$ cat src/acq_pkg.sv
// Shared sizes, reset values and the configuration word layout, imported by the RTL and testbench
package acq_pkg;

  // Trigger and data path sizes
  localparam int unsigned NUM_CHANNELS = 8;
  localparam int unsigned CFG_WIDTH    = 16;
  localparam int unsigned SAMPLE_WIDTH = 16;
  localparam int unsigned LEN_WIDTH    = 12; // Capture length and sample index
  localparam int unsigned MISS_WIDTH   = 8;

  // Capture window length after reset
  localparam logic [LEN_WIDTH-1:0] CAPTURE_LEN_RESET = 12'd16;

  // Values of the trigger mode bit
  localparam logic TRIG_MODE_OR  = 1'b0; // Any enabled line fires
  localparam logic TRIG_MODE_AND = 1'b1; // All enabled lines must be high

  // Values of the target bit, which selects how the rest of the word is read
  localparam logic CFG_TARGET_TRIGGER = 1'b0;
  localparam logic CFG_TARGET_CAPTURE = 1'b1;

  // Trigger settings view of a configuration word
  typedef struct packed {
    logic                                   target;
    logic [CFG_WIDTH-NUM_CHANNELS-3:0]      unused;
    logic                                   mode;   // Bit 8
    logic [NUM_CHANNELS-1:0]                mask;   // Bits 7 to 0
  } cfg_trig_view_t;

  // Capture settings view of a configuration word
  typedef struct packed {
    logic                                   target;
    logic [CFG_WIDTH-LEN_WIDTH-2:0]         unused;
    logic [LEN_WIDTH-1:0]                   length; // Bits 11 to 0
  } cfg_cap_view_t;

  // One 16-bit word with two readings that both keep the target in bit 15
  typedef union packed {
    cfg_trig_view_t trig_view;
    cfg_cap_view_t  cap_view;
  } cfg_word_u;

endpackage

$ cat src/acq_trigger_top.sv
// Top level that wires the config decoder, trigger combiner and capture controller together
`timescale 1ns/10ps

module acq_trigger_top import acq_pkg::*; (
  input  logic                    clk,
  input  logic                    rst_n,
  input  logic [NUM_CHANNELS-1:0] triggers_in,
  input  logic [CFG_WIDTH-1:0]    cfg_data,
  input  logic                    cfg_valid,
  input  logic [SAMPLE_WIDTH-1:0] sample_data,
  input  logic                    sample_valid,
  output logic                    trigger_out,
  output logic [SAMPLE_WIDTH-1:0] capture_data,
  output logic [LEN_WIDTH-1:0]    capture_index,
  output logic                    capture_valid,
  output logic                    capture_done,
  output logic                    capture_busy,
  output logic [MISS_WIDTH-1:0]   missed_triggers
);

  // Settings held by the decoder
  logic                    trig_mode;
  logic [NUM_CHANNELS-1:0] trig_mask;
  logic [LEN_WIDTH-1:0]    capture_length;

  config_decoder u_config_decoder (
    .clk            (clk),
    .rst_n          (rst_n),
    .cfg_data       (cfg_data),
    .cfg_valid      (cfg_valid),
    .trig_mode      (trig_mode),
    .trig_mask      (trig_mask),
    .capture_length (capture_length)
  );

  trigger_manager u_trigger_manager (
    .clk         (clk),
    .rst_n       (rst_n),
    .triggers_in (triggers_in),
    .trig_mode   (trig_mode),
    .trig_mask   (trig_mask),
    .trigger_out (trigger_out)
  );

  // The trigger level is both a top-level output and the window start request
  capture_controller u_capture_controller (
    .clk             (clk),
    .rst_n           (rst_n),
    .trigger_out     (trigger_out),
    .capture_length  (capture_length),
    .sample_data     (sample_data),
    .sample_valid    (sample_valid),
    .capture_data    (capture_data),
    .capture_index   (capture_index),
    .capture_valid   (capture_valid),
    .capture_done    (capture_done),
    .capture_busy    (capture_busy),
    .missed_triggers (missed_triggers)
  );

endmodule

$ cat src/capture_controller.sv
// Capture window controller that forwards indexed samples after a trigger and counts missed triggers
`timescale 1ns/10ps

module capture_controller import acq_pkg::*; (
  input  logic                    clk,
  input  logic                    rst_n,
  input  logic                    trigger_out,
  input  logic [LEN_WIDTH-1:0]    capture_length,
  input  logic [SAMPLE_WIDTH-1:0] sample_data,
  input  logic                    sample_valid,
  output logic [SAMPLE_WIDTH-1:0] capture_data,
  output logic [LEN_WIDTH-1:0]    capture_index,
  output logic                    capture_valid,
  output logic                    capture_done,
  output logic                    capture_busy,
  output logic [MISS_WIDTH-1:0]   missed_triggers
);

  logic [LEN_WIDTH-1:0] capture_len_q; // Length in force for the current window
  logic [LEN_WIDTH-1:0] sample_count;  // Index of the next sample in the window
  logic                 trigger_prev;
  logic                 trigger_rise;
  logic                 window_start;
  logic                 last_sample;
  logic                 take_sample;

  assign trigger_rise = trigger_out && !trigger_prev;

  // A zero length keeps the controller idle whatever the trigger does
  assign window_start = !capture_busy && trigger_out && (capture_length != '0);

  assign take_sample = capture_busy && sample_valid;
  assign last_sample = (sample_count == capture_len_q - LEN_WIDTH'(1));

  always_ff @(posedge clk or negedge rst_n) begin
    if (!rst_n) begin
      trigger_prev <= 1'b0;
    end else begin
      trigger_prev <= trigger_out;
    end
  end

  // Idle/busy FSM with capture_busy as its state bit
  always_ff @(posedge clk or negedge rst_n) begin
    if (!rst_n) begin
      capture_busy  <= 1'b0;
      capture_len_q <= '0;
      sample_count  <= '0;
      capture_valid <= 1'b0;
      capture_done  <= 1'b0;
    end else begin
      capture_valid <= 1'b0;
      capture_done  <= 1'b0;
      if (window_start) begin
        capture_busy  <= 1'b1;
        capture_len_q <= capture_length; // Later config words leave this window alone
        sample_count  <= '0;
      end else if (take_sample) begin
        capture_valid <= 1'b1;
        if (last_sample) begin
          capture_done <= 1'b1;
          capture_busy <= 1'b0; // Free for a trigger on the next edge
        end else begin
          sample_count <= sample_count + LEN_WIDTH'(1);
        end
      end
    end
  end

  // Payload registers load with each accepted sample
  always_ff @(posedge clk) begin
    if (take_sample) begin
      capture_data  <= sample_data;
      capture_index <= sample_count;
    end
  end

  // Each new trigger edge seen during a window is lost, so count it
  always_ff @(posedge clk or negedge rst_n) begin
    if (!rst_n) begin
      missed_triggers <= '0;
    end else if (capture_busy && trigger_rise && (missed_triggers != '1)) begin
      missed_triggers <= missed_triggers + MISS_WIDTH'(1); // Holds at all ones
    end
  end

endmodule

$ cat src/config_decoder.sv
// Configuration word decoder that holds trigger mode, trigger mask and capture length settings
`timescale 1ns/10ps

module config_decoder import acq_pkg::*; (
  input  logic                    clk,
  input  logic                    rst_n,
  input  logic [CFG_WIDTH-1:0]    cfg_data,
  input  logic                    cfg_valid,
  output logic                    trig_mode,
  output logic [NUM_CHANNELS-1:0] trig_mask,
  output logic [LEN_WIDTH-1:0]    capture_length
);

  cfg_word_u cfg_word;
  logic      cfg_target;
  logic      trig_wr;
  logic      cap_wr;

  // The incoming word is looked at through whichever view the target selects
  assign cfg_word = cfg_data;

  // Both views put the target in the same place, so either one serves here
  assign cfg_target = cfg_word.trig_view.target;

  assign trig_wr = cfg_valid && (cfg_target == CFG_TARGET_TRIGGER);
  assign cap_wr  = cfg_valid && (cfg_target == CFG_TARGET_CAPTURE);

  // Trigger settings only change on a trigger-target word
  always_ff @(posedge clk or negedge rst_n) begin
    if (!rst_n) begin
      trig_mode <= TRIG_MODE_OR;
      trig_mask <= '0;           // With no line enabled nothing can fire
    end else if (trig_wr) begin
      trig_mode <= cfg_word.trig_view.mode;
      trig_mask <= cfg_word.trig_view.mask;
    end
  end

  // Window length only changes on a capture-target word
  always_ff @(posedge clk or negedge rst_n) begin
    if (!rst_n) begin
      capture_length <= CAPTURE_LEN_RESET;
    end else if (cap_wr) begin
      capture_length <= cfg_word.cap_view.length; // Zero turns capture off
    end
  end

endmodule

$ cat src/trigger_manager.sv
// Trigger combiner that registers the input lines and forms the masked OR or AND trigger level
`timescale 1ns/10ps

module trigger_manager import acq_pkg::*; (
  input  logic                    clk,
  input  logic                    rst_n,
  input  logic [NUM_CHANNELS-1:0] triggers_in,
  input  logic                    trig_mode,
  input  logic [NUM_CHANNELS-1:0] trig_mask,
  output logic                    trigger_out
);

  logic [NUM_CHANNELS-1:0] triggers_q;
  logic [NUM_CHANNELS-1:0] enabled_high;
  logic                    any_enabled;
  logic                    or_level;
  logic                    and_level;
  logic                    trigger_next;

  // First stage captures the raw lines, which are external and may be asynchronous
  always_ff @(posedge clk or negedge rst_n) begin
    if (!rst_n) begin
      triggers_q <= '0;
    end else begin
      triggers_q <= triggers_in;
    end
  end

  assign enabled_high = triggers_q & trig_mask;
  assign any_enabled  = |trig_mask;

  // OR mode fires on any enabled line that is high
  assign or_level = |enabled_high;

  // Lines outside the mask count as high for the AND, but an empty mask never fires
  assign and_level = any_enabled && (&(triggers_q | ~trig_mask));

  always_comb begin
    if (trig_mode == TRIG_MODE_AND) begin
      trigger_next = and_level;
    end else begin
      trigger_next = or_level; // TRIG_MODE_OR
    end
  end

  // Second stage gives the registered trigger level
  always_ff @(posedge clk or negedge rst_n) begin
    if (!rst_n) begin
      trigger_out <= 1'b0;
    end else begin
      trigger_out <= trigger_next;
    end
  end

endmodule
$ cat config.mk
export PLATFORM = sky130hd
export DESIGN_NAME = acq_trigger_top
export DESIGN_NICKNAME = d
export VERILOG_FILES = /design/src/acq_pkg.sv /design/src/acq_trigger_top.sv /design/src/capture_controller.sv /design/src/config_decoder.sv /design/src/trigger_manager.sv
export SDC_FILE = /design/constraint.sdc
export NUM_CORES = 1
export LEC_CHECK = 0
export BUFFER_PORTS_ARGS = -buffer_cell sky130_fd_sc_hd__buf_2
export CORE_UTILIZATION = 54
export DETAILED_ROUTE_END_ITERATION = 16
export PLACE_DENSITY = 0.76
export SYNTH_ARGS = -nofsm -noshare
export SYNTH_HDL_FRONTEND = slang
export SYNTH_SLANG_ARGS = --single-unit
$ cat constraint.sdc
create_clock -name clk -period 4.1 [get_ports clk]
set_clock_uncertainty 0.15 [all_clocks]
set_input_delay 0.205 -clock clk [delete_from_list [all_inputs] [get_ports clk]]
set_output_delay 0.205 -clock clk [all_outputs]
set_load 0.02 [all_outputs]
==> results of run 1 <==
synthesized netlist by cell type, types with 2 or more instances:
cell type,count,area [um^2]
dfrtp_1,65,1630
nand2_1,54,203
edfxtp_1,28,841
mux2_2,15,169
inv_1,13,48.8
xnor2_1,13,114
nor2_1,10,37.5
nor4_1,8,50.1
clkbuf_1,7,26.3
nand3_1,7,35.0
o21ai_0,7,35.0
xor2_1,7,61.3
a21oi_1,6,30.0
and2_1,6,37.5
nand4_1,6,37.5
o211ai_1,6,45.0
o31ai_1,6,45.0
or3_1,5,31.3
a22oi_1,4,30.0
o21ai_1,4,20.0
or4_1,4,30.0
buf_2,3,15.0
ha_1,3,37.5
mux2i_1,3,30.0
nor3_1,3,15.0
a221oi_1,2,17.5
and4_1,2,17.5
mux2_1,2,22.5
o22ai_1,2,12.5
or2_1,2,12.5
state kept, by name, indices dropped and copies added, names as in the netlist:
signal and count:
u_capture_controller.capture_busy 1, u_capture_controller.capture_data 16, u_capture_controller.capture_done 1, u_capture_controller.capture_index 12, u_capture_controller.capture_len_q 12, u_capture_controller.capture_valid 1
u_capture_controller.missed_triggers 8, u_capture_controller.sample_count 12, u_capture_controller.trigger_prev 1, u_config_decoder.capture_length 12, u_config_decoder.trig_mask 8, u_config_decoder.trig_mode 1
u_trigger_manager.trigger_out 1, u_trigger_manager.triggers_q 8
cell families after synthesis:
kind of cell             after synthesis  synth area share (%)
buffers and inverters                 27                  3.21
AND/OR/NAND/NOR                      114                  14.1
AO/OA/AOI/OAI                         51                  9.11
multiplexers                          20                  5.52
XOR/XNOR                              21                  4.93
flip-flops                            94                  62.2
adder cells (fa/ha/maj)                3                 0.936
area by class of cell:
| cell class | instances | share of cell area (%) |
|---|---|---|
| well taps | 99 | 2.45 |
| clock buffers | 14 | 3.64 |
| inverters | 14 | 1.04 |
| repair buffers | 121 | 15.9 |
| clock inverters | 2 | 0.247 |
| flip-flops and latches | 94 | 49.3 |
| multi-input cells | 209 | 27.4 |
layout by cell type, fill, tap and decap left out, drive strengths merged, types with 3 or more instances in the layout:
master and n:
and2 6, nor3 4, dlygate4sd3 38, a21oi 6, or3 5, o211ai 6, mux2i 3, xnor2 13
clkbuf 14, o21ai 11, mux2 17, nand2 54, nor4 8, nand3 7, buf 83, xor2 7
nor2 10, ha 3, nand4 6, or4 4, inv 14, dfrtp 65, a22oi 4, edfxtp 28
o31ai 6
final timing paths:
kind	from	endpoint	slack [ns]	cells past startpoint
setup / recovery	u_capture_controller.capture_len_q[2]$_DFFE_PN0P_	u_capture_controller.sample_count[0]$_DFFE_PN0P_	0.88	8
hold reg to reg	u_trigger_manager.trigger_out$_DFF_PN0_	u_capture_controller.trigger_prev$_DFF_PN0_	0.31	0
setup reg to reg	u_capture_controller.capture_len_q[2]$_DFFE_PN0P_	u_capture_controller.sample_count[0]$_DFFE_PN0P_	0.88	8
hold / removal	cfg_data[15]	u_config_decoder.trig_mask[1]$_DFFE_PN0P_	0.19	4
min in group asynchronous	rst_n	u_config_decoder.trig_mode$_DFFE_PN0P_	0.27	2
max in group asynchronous	rst_n	u_capture_controller.sample_count[6]$_DFFE_PN0P_	2.62	3
per-layer routing:
layer	wire length [um]	share of wire (%)	track usage, %
met5	0	0	0
met4	127	1.6	6.74
met3	362	4.5	5.28
met2	4150	52	41.4
met1	3390	42	27.3
tightest hold or removal path, stage by stage:
cell	delay, ns
buf_2	0.09
nor2b_1	0.17
nand2_1	0.11
o21ai_0	0.06
power groups by stage:
stage                     registers (mW)  logic, mW  clock network [mW]
final                               1.36      0.760               0.590
after detailed placement            1.38      0.732                   0
after global routing                1.40      0.850               0.638
after CTS                           1.36      0.763               0.595
after floorplan                     1.39      0.509                   0
after global placement              1.37      0.703                   0
per-stage QoR:
stage | std cells | utilization, % | area, um^2 | power (mW) | worst slack, ns
2_1_floorplan | 330 | - | 4010 | 1.90 | 1.07
3_3_place_gp | 499 | 62.1 | 4480 | 2.07 | 1.08
3_5_place_dp | 499 | 62.1 | 4480 | 2.11 | 0.945
4_1_cts | 553 | 70.1 | 5060 | 2.72 | 0.906
5_1_grt | 553 | 70.1 | 5060 | 2.88 | 0.622
6_report | 553 | 70.1 | 5060 | 2.71 | 0.877
==> results.sh, run 1 <==
export IMPL_yosysWarningCount=0
export IMPL_p_seq_share_pct=50.2
export IMPL_comb_power_share_pct=28.0
export IMPL_clock_path_buffers=2
export IMPL_tightest_slew_ns=0.882
export IMPL_die_x_um=88.2
export IMPL_p_int_mw=1.80
export IMPL_boundaryPins=84
export IMPL_path_cells="or4_1 > nor4_1 > a21oi_1 > a31o_1 > nor3_2 > buf_4 > nand2b_2 > mux2i_1"
export IMPL_yosysUniqueCellTypes=57
export IMPL_routedWlPerCell_um=14.5
export IMPL_timing_hold_ws_ns=0.187
export IMPL_finalCriticalPeriod_ns=3.22
export IMPL_synth_nets=377
export IMPL_drive_gt1_share_pct=26.0
export IMPL_initial_utilization_pct=55.6
export IMPL_cts_root_buf="clkbuf_8"
export IMPL_drv_cap=0
export IMPL_clockPowerShare_pct=21.7
export IMPL_postCtsSetupBuffers=0
export IMPL_cts_sinks=94
export IMPL_overflow=0
export IMPL_outcome="completed"
export IMPL_avgSynthCellArea_um2=12.2
export IMPL_synth_area_um2=4010
export IMPL_wl_um=8030
export IMPL_cts_resized=0
export IMPL_power_density_nw_per_um2=537
export IMPL_multi_input_area_um2=1390
export IMPL_cp_num_buf_inv=1
export IMPL_worstPathMaxFanout=13
export IMPL_drc=0
export IMPL_cp_required_ns=4.22
export IMPL_grt_pass1_wl_um=13400
export IMPL_seq_area_frac_synth_pct=62.2
export IMPL_crit_slowest_cell="or4_1"
export IMPL_clk_pin_slew_worst_paths_ns=0.09
export IMPL_grt_pass1_vias=2867
export IMPL_drv_slew=0
export IMPL_hp_class="input pin to flip-flop"
export IMPL_rsz0062_at_grt="false"
export IMPL_period_share_pct=78.6
export IMPL_grt_start_max_net_pins=36
export IMPL_switchingPower_mw=0.918
export IMPL_hold_buffers=38
export IMPL_viasPerCell=5.35
export IMPL_crit_type="flip-flop to flip-flop"
export IMPL_synth_edf_count=28
export IMPL_clock_latency_ns=0.35
export IMPL_synth_top_flop_cell="dfrtp_1"
export IMPL_synth_seq_cells=94
export IMPL_cp_start_kind="flip-flop"
export IMPL_async_flop_share_pct=70.2
export IMPL_cp_slowest_stage_delay_ns=0.70
export IMPL_synth_cells=330
export IMPL_hold_violations=0
export IMPL_fmax_mhz=310
export IMPL_vias=2961
export IMPL_relSlewSlack_pct=41.1
export IMPL_ant_nets=0
export IMPL_core_um2=7210
export IMPL_drt_iter0_markers=123
export IMPL_power_leakage_nw=2.24
export IMPL_gr_usage_all_layers_pct=22.9
export IMPL_area_growth_pct=26.1
export IMPL_ir_drop_mv=0.262
export IMPL_port_buffers=80
export IMPL_antenna_found_initial=0
export IMPL_crit_family="simple AND/OR/NAND/NOR gates"
export IMPL_dp_hpwl_um=5060
export IMPL_die_h_um=88.2
export IMPL_gp_congestion=0.869
export IMPL_switching_share_pct=33.8
export IMPL_cts_htree_levels=3
export IMPL_firstDrtPassIters=4
export IMPL_setup_viol=0
export IMPL_layout_nets=496
export IMPL_rows=31
export IMPL_antenna_cells=0
export IMPL_fillers=544
export IMPL_die_area_um2=7770
export IMPL_seq_area_um2=2490
export IMPL_cts_tree="done"
export IMPL_crit_path_end_kind="flip-flop"
export IMPL_setup_tns_ns=0
export IMPL_cts_inserted_buffers=9
export IMPL_arrival_ns=3.34
Power figures use the tool's default switching activity.
==> run 2: changes to the inputs <==
- ABC_AREA: unset -> 1
- CORE_UTILIZATION: 54 -> 55
- PLACE_DENSITY: 0.76 -> 0.77
- clock period: 4.1 -> 3.15 ns (I/O delays scaled with it)
==> run 2 against run 1 <==
Core utilization up 1.9 points. Largest cell class unchanged. Critical endpoint is now u_capture_controller.sample_count[5]$_DFFE_PN0P_. Register-to-register slack got worse by 0.03 ns. Non-clock buffer count rose by 1. Synthesized area grew 7.3%. Worst hold slack better by 0.054 ns.
==> results.sh, run 2 <==
export IMPL_synth_cells=446
export IMPL_seq_area_frac_synth_pct=58.0
export IMPL_arrival_ns=2.45
export IMPL_cts_root_buf="clkbuf_8"
export IMPL_core_um2=7410
export IMPL_setup_viol=0
export IMPL_power_density_nw_per_um2=528
export IMPL_timing_hold_ws_ns=0.241
export IMPL_outcome="completed"
export IMPL_final_common_cell="nand2_1"
export IMPL_tightest_slew_ns=0.730
export IMPL_drc=0
export IMPL_postCtsSetupBuffers=0
export IMPL_cp_required_ns=3.30
export IMPL_area_growth_pct=24.1
export IMPL_finalCriticalPeriod_ns=2.30
export IMPL_firstDrtPassIters=4
export IMPL_fillers=550
export IMPL_worstPathMaxFanout=14
export IMPL_ir_drop_mv=0.298
export IMPL_hold_buffers=38
export IMPL_vias=3427
export IMPL_rows=31
export IMPL_fmax_mhz=435
export IMPL_dp_hpwl_um=5930
export IMPL_drive_gt1_share_pct=21.4
export IMPL_boundaryPins=84
export IMPL_initial_utilization_pct=58.1
export IMPL_synth_seq_cells=94
export IMPL_die_x_um=90.4
export IMPL_worst_slack_ns=0.851
export IMPL_wl_um=8740
export IMPL_synth_area_um2=4300
export IMPL_synth_top_flop_cell="dfrtp_1"
export IMPL_setup_tns_ns=0
export IMPL_grt_pass1_vias=3247
export IMPL_seq_area_um2=2490
export IMPL_regToRegSetupSlack_ns=0.85
export IMPL_drt_iter0_markers=148
export IMPL_synth_commonest_cells="nand2_1, dfrtp_1, inv_1"
export IMPL_yosysWarningCount=0
export IMPL_grt_pass1_wl_um=14700
export IMPL_antenna_found_initial=0
export IMPL_clock_latency_ns=0.36
export IMPL_crit_type="flip-flop to flip-flop"
export IMPL_synth_top_area_cell="dfrtp_1"
export IMPL_multi_input_area_um2=1510
export IMPL_synth_area_top_cells="dfrtp_1, edfxtp_1, nand2_1"
export IMPL_antenna_cells=0
export IMPL_power_leakage_nw=2.63
export IMPL_regMostFlops="u_capture_controller.capture_data"
export IMPL_ant_nets=0
export IMPL_die_h_um=90.4
export IMPL_clk_pin_slew_worst_paths_ns=0.09
export IMPL_async_flop_share_pct=70.2
export IMPL_overflow=0
export IMPL_post_place_ws_ns=0.864
export IMPL_drv_cap=0
export IMPL_largest_reg_flops=16
export IMPL_crit_path_end_kind="flip-flop"
export IMPL_hold_violations=0
export IMPL_die_area_um2=8180
export IMPL_final_cell_mix="nand2_1, buf_2, dfrtp_1, inv_1, nand3_1"
export IMPL_routedWlPerCell_um=13.0
export IMPL_cts_resized=0
export IMPL_rsz0062_at_grt="false"
export IMPL_port_buffers=80
export IMPL_cts_tree="done"
export IMPL_drv_slew=0
export IMPL_gp_congestion=0.876
export IMPL_avgSynthCellArea_um2=9.64
export IMPL_cts_sinks=94
export IMPL_layout_nets=616
export IMPL_relSlewSlack_pct=51.3
export IMPL_grt_start_max_net_pins=42
export IMPL_gr_usage_all_layers_pct=22.7
export IMPL_cts_inserted_buffers=9
export IMPL_synth_edf_count=28
export IMPL_clock_path_buffers=2
export IMPL_viasPerCell=5.09
export IMPL_synth_nets=493
export IMPL_synth_top_area_share_pct=37.8
export IMPL_cp_start_kind="flip-flop"
export IMPL_yosysUniqueCellTypes=36
export IMPL_hp_class="input pin to async pin"
export IMPL_yosysMostFrequentCell="nand2_1"
export IMPL_period_share_pct=73.0
export IMPL_cts_htree_levels=3
run 2: cells by family (layout without fill, tap and decap cells):
kind of cell	after synthesis	count (layout)	synth area share (%)
AO/OA/AOI/OAI	44	44	5.47
XOR/XNOR	24	24	4.89
adder cells (fa/ha/maj)	3	3	0.873
buffers and inverters	66	194	7.04
flip-flops	94	94	58.0
multiplexers	3	3	0.785
AND/OR/NAND/NOR	212	212	23.0
run 2: metal layers:
| metal | global-route usage [%] | share of wire [%] | vias up |
|---|---|---|---|
| li1 | - | - | 1706 |
| met1 | 27.3 | 43 | 1625 |
| met2 | 40.2 | 52 | 84 |
| met3 | 3.62 | 3.5 | 12 |
| met4 | 9.95 | 1.3 | 0 |
| met5 | 0 | 0 | - |
run 2: layout make-up:
cell class                      count  share of cell area, %
Multi-Input combinational cell    286                   28.2
Inverter                           56                   3.94
Clock buffer                       11                   2.86
Clock inverter                      5                  0.774
Sequential cell                    94                   46.7
Timing Repair Buffer              122                   15.2
Tap cell                           99                   2.32
run 2: where the power goes:
part           switching (mW)  leakage, nW  internal, mW
registers               0.139         1.12          1.40
logic                   0.308         1.41         0.211
clock network           0.415       0.0917         0.342
run 2: through the flow:
stage / instances / power [mW] / utilization, % / area, um^2
after floorplan: 446 / 1.86 / - / 4300
after detailed placement: 619 / 2.04 / 64.3 / 4760
after global placement: 619 / 2.02 / 64.3 / 4760
final: 673 / 2.82 / 72.0 / 5340
after global routing: 673 / 2.97 / 72.0 / 5340
after CTS: 673 / 2.84 / 72.0 / 5340
run 2: worst max-delay path, cell delays in order (launching register included):
cell and delay [ns]:
dfrtp_1 0.39, inv_1 0.16, ha_1 0.30, nand2_2 0.12, nor2_2 0.18, nand2_1 0.07, nand2_1 0.06, nand3_1 0.11
nor2_2 0.14, nand3_4 0.18, nand2_4 0.19, nand3_1 0.10, nand2_1 0.10
run 2: worst paths after layout:
| kind | startpoint | end | cells past startpoint |
|---|---|---|---|
| worst min register to register | u_trigger_manager.trigger_out$_DFF_PN0_ | u_capture_controller.trigger_prev$_DFF_PN0_ | 0 |
| worst max register to register | u_capture_controller.capture_len_q[0]$_DFFE_PN0P_ | u_capture_controller.sample_count[5]$_DFFE_PN0P_ | 12 |
| worst min-delay path | rst_n | u_config_decoder.trig_mask[7]$_DFFE_PN0P_ | 2 |
| worst max-delay path | u_capture_controller.capture_len_q[0]$_DFFE_PN0P_ | u_capture_controller.sample_count[5]$_DFFE_PN0P_ | 12 |
| max in group asynchronous | rst_n | u_config_decoder.capture_length[2]$_DFFE_PN0P_ | 3 |
| min in group clk | cfg_valid | u_config_decoder.trig_mask[1]$_DFFE_PN0P_ | 4 |
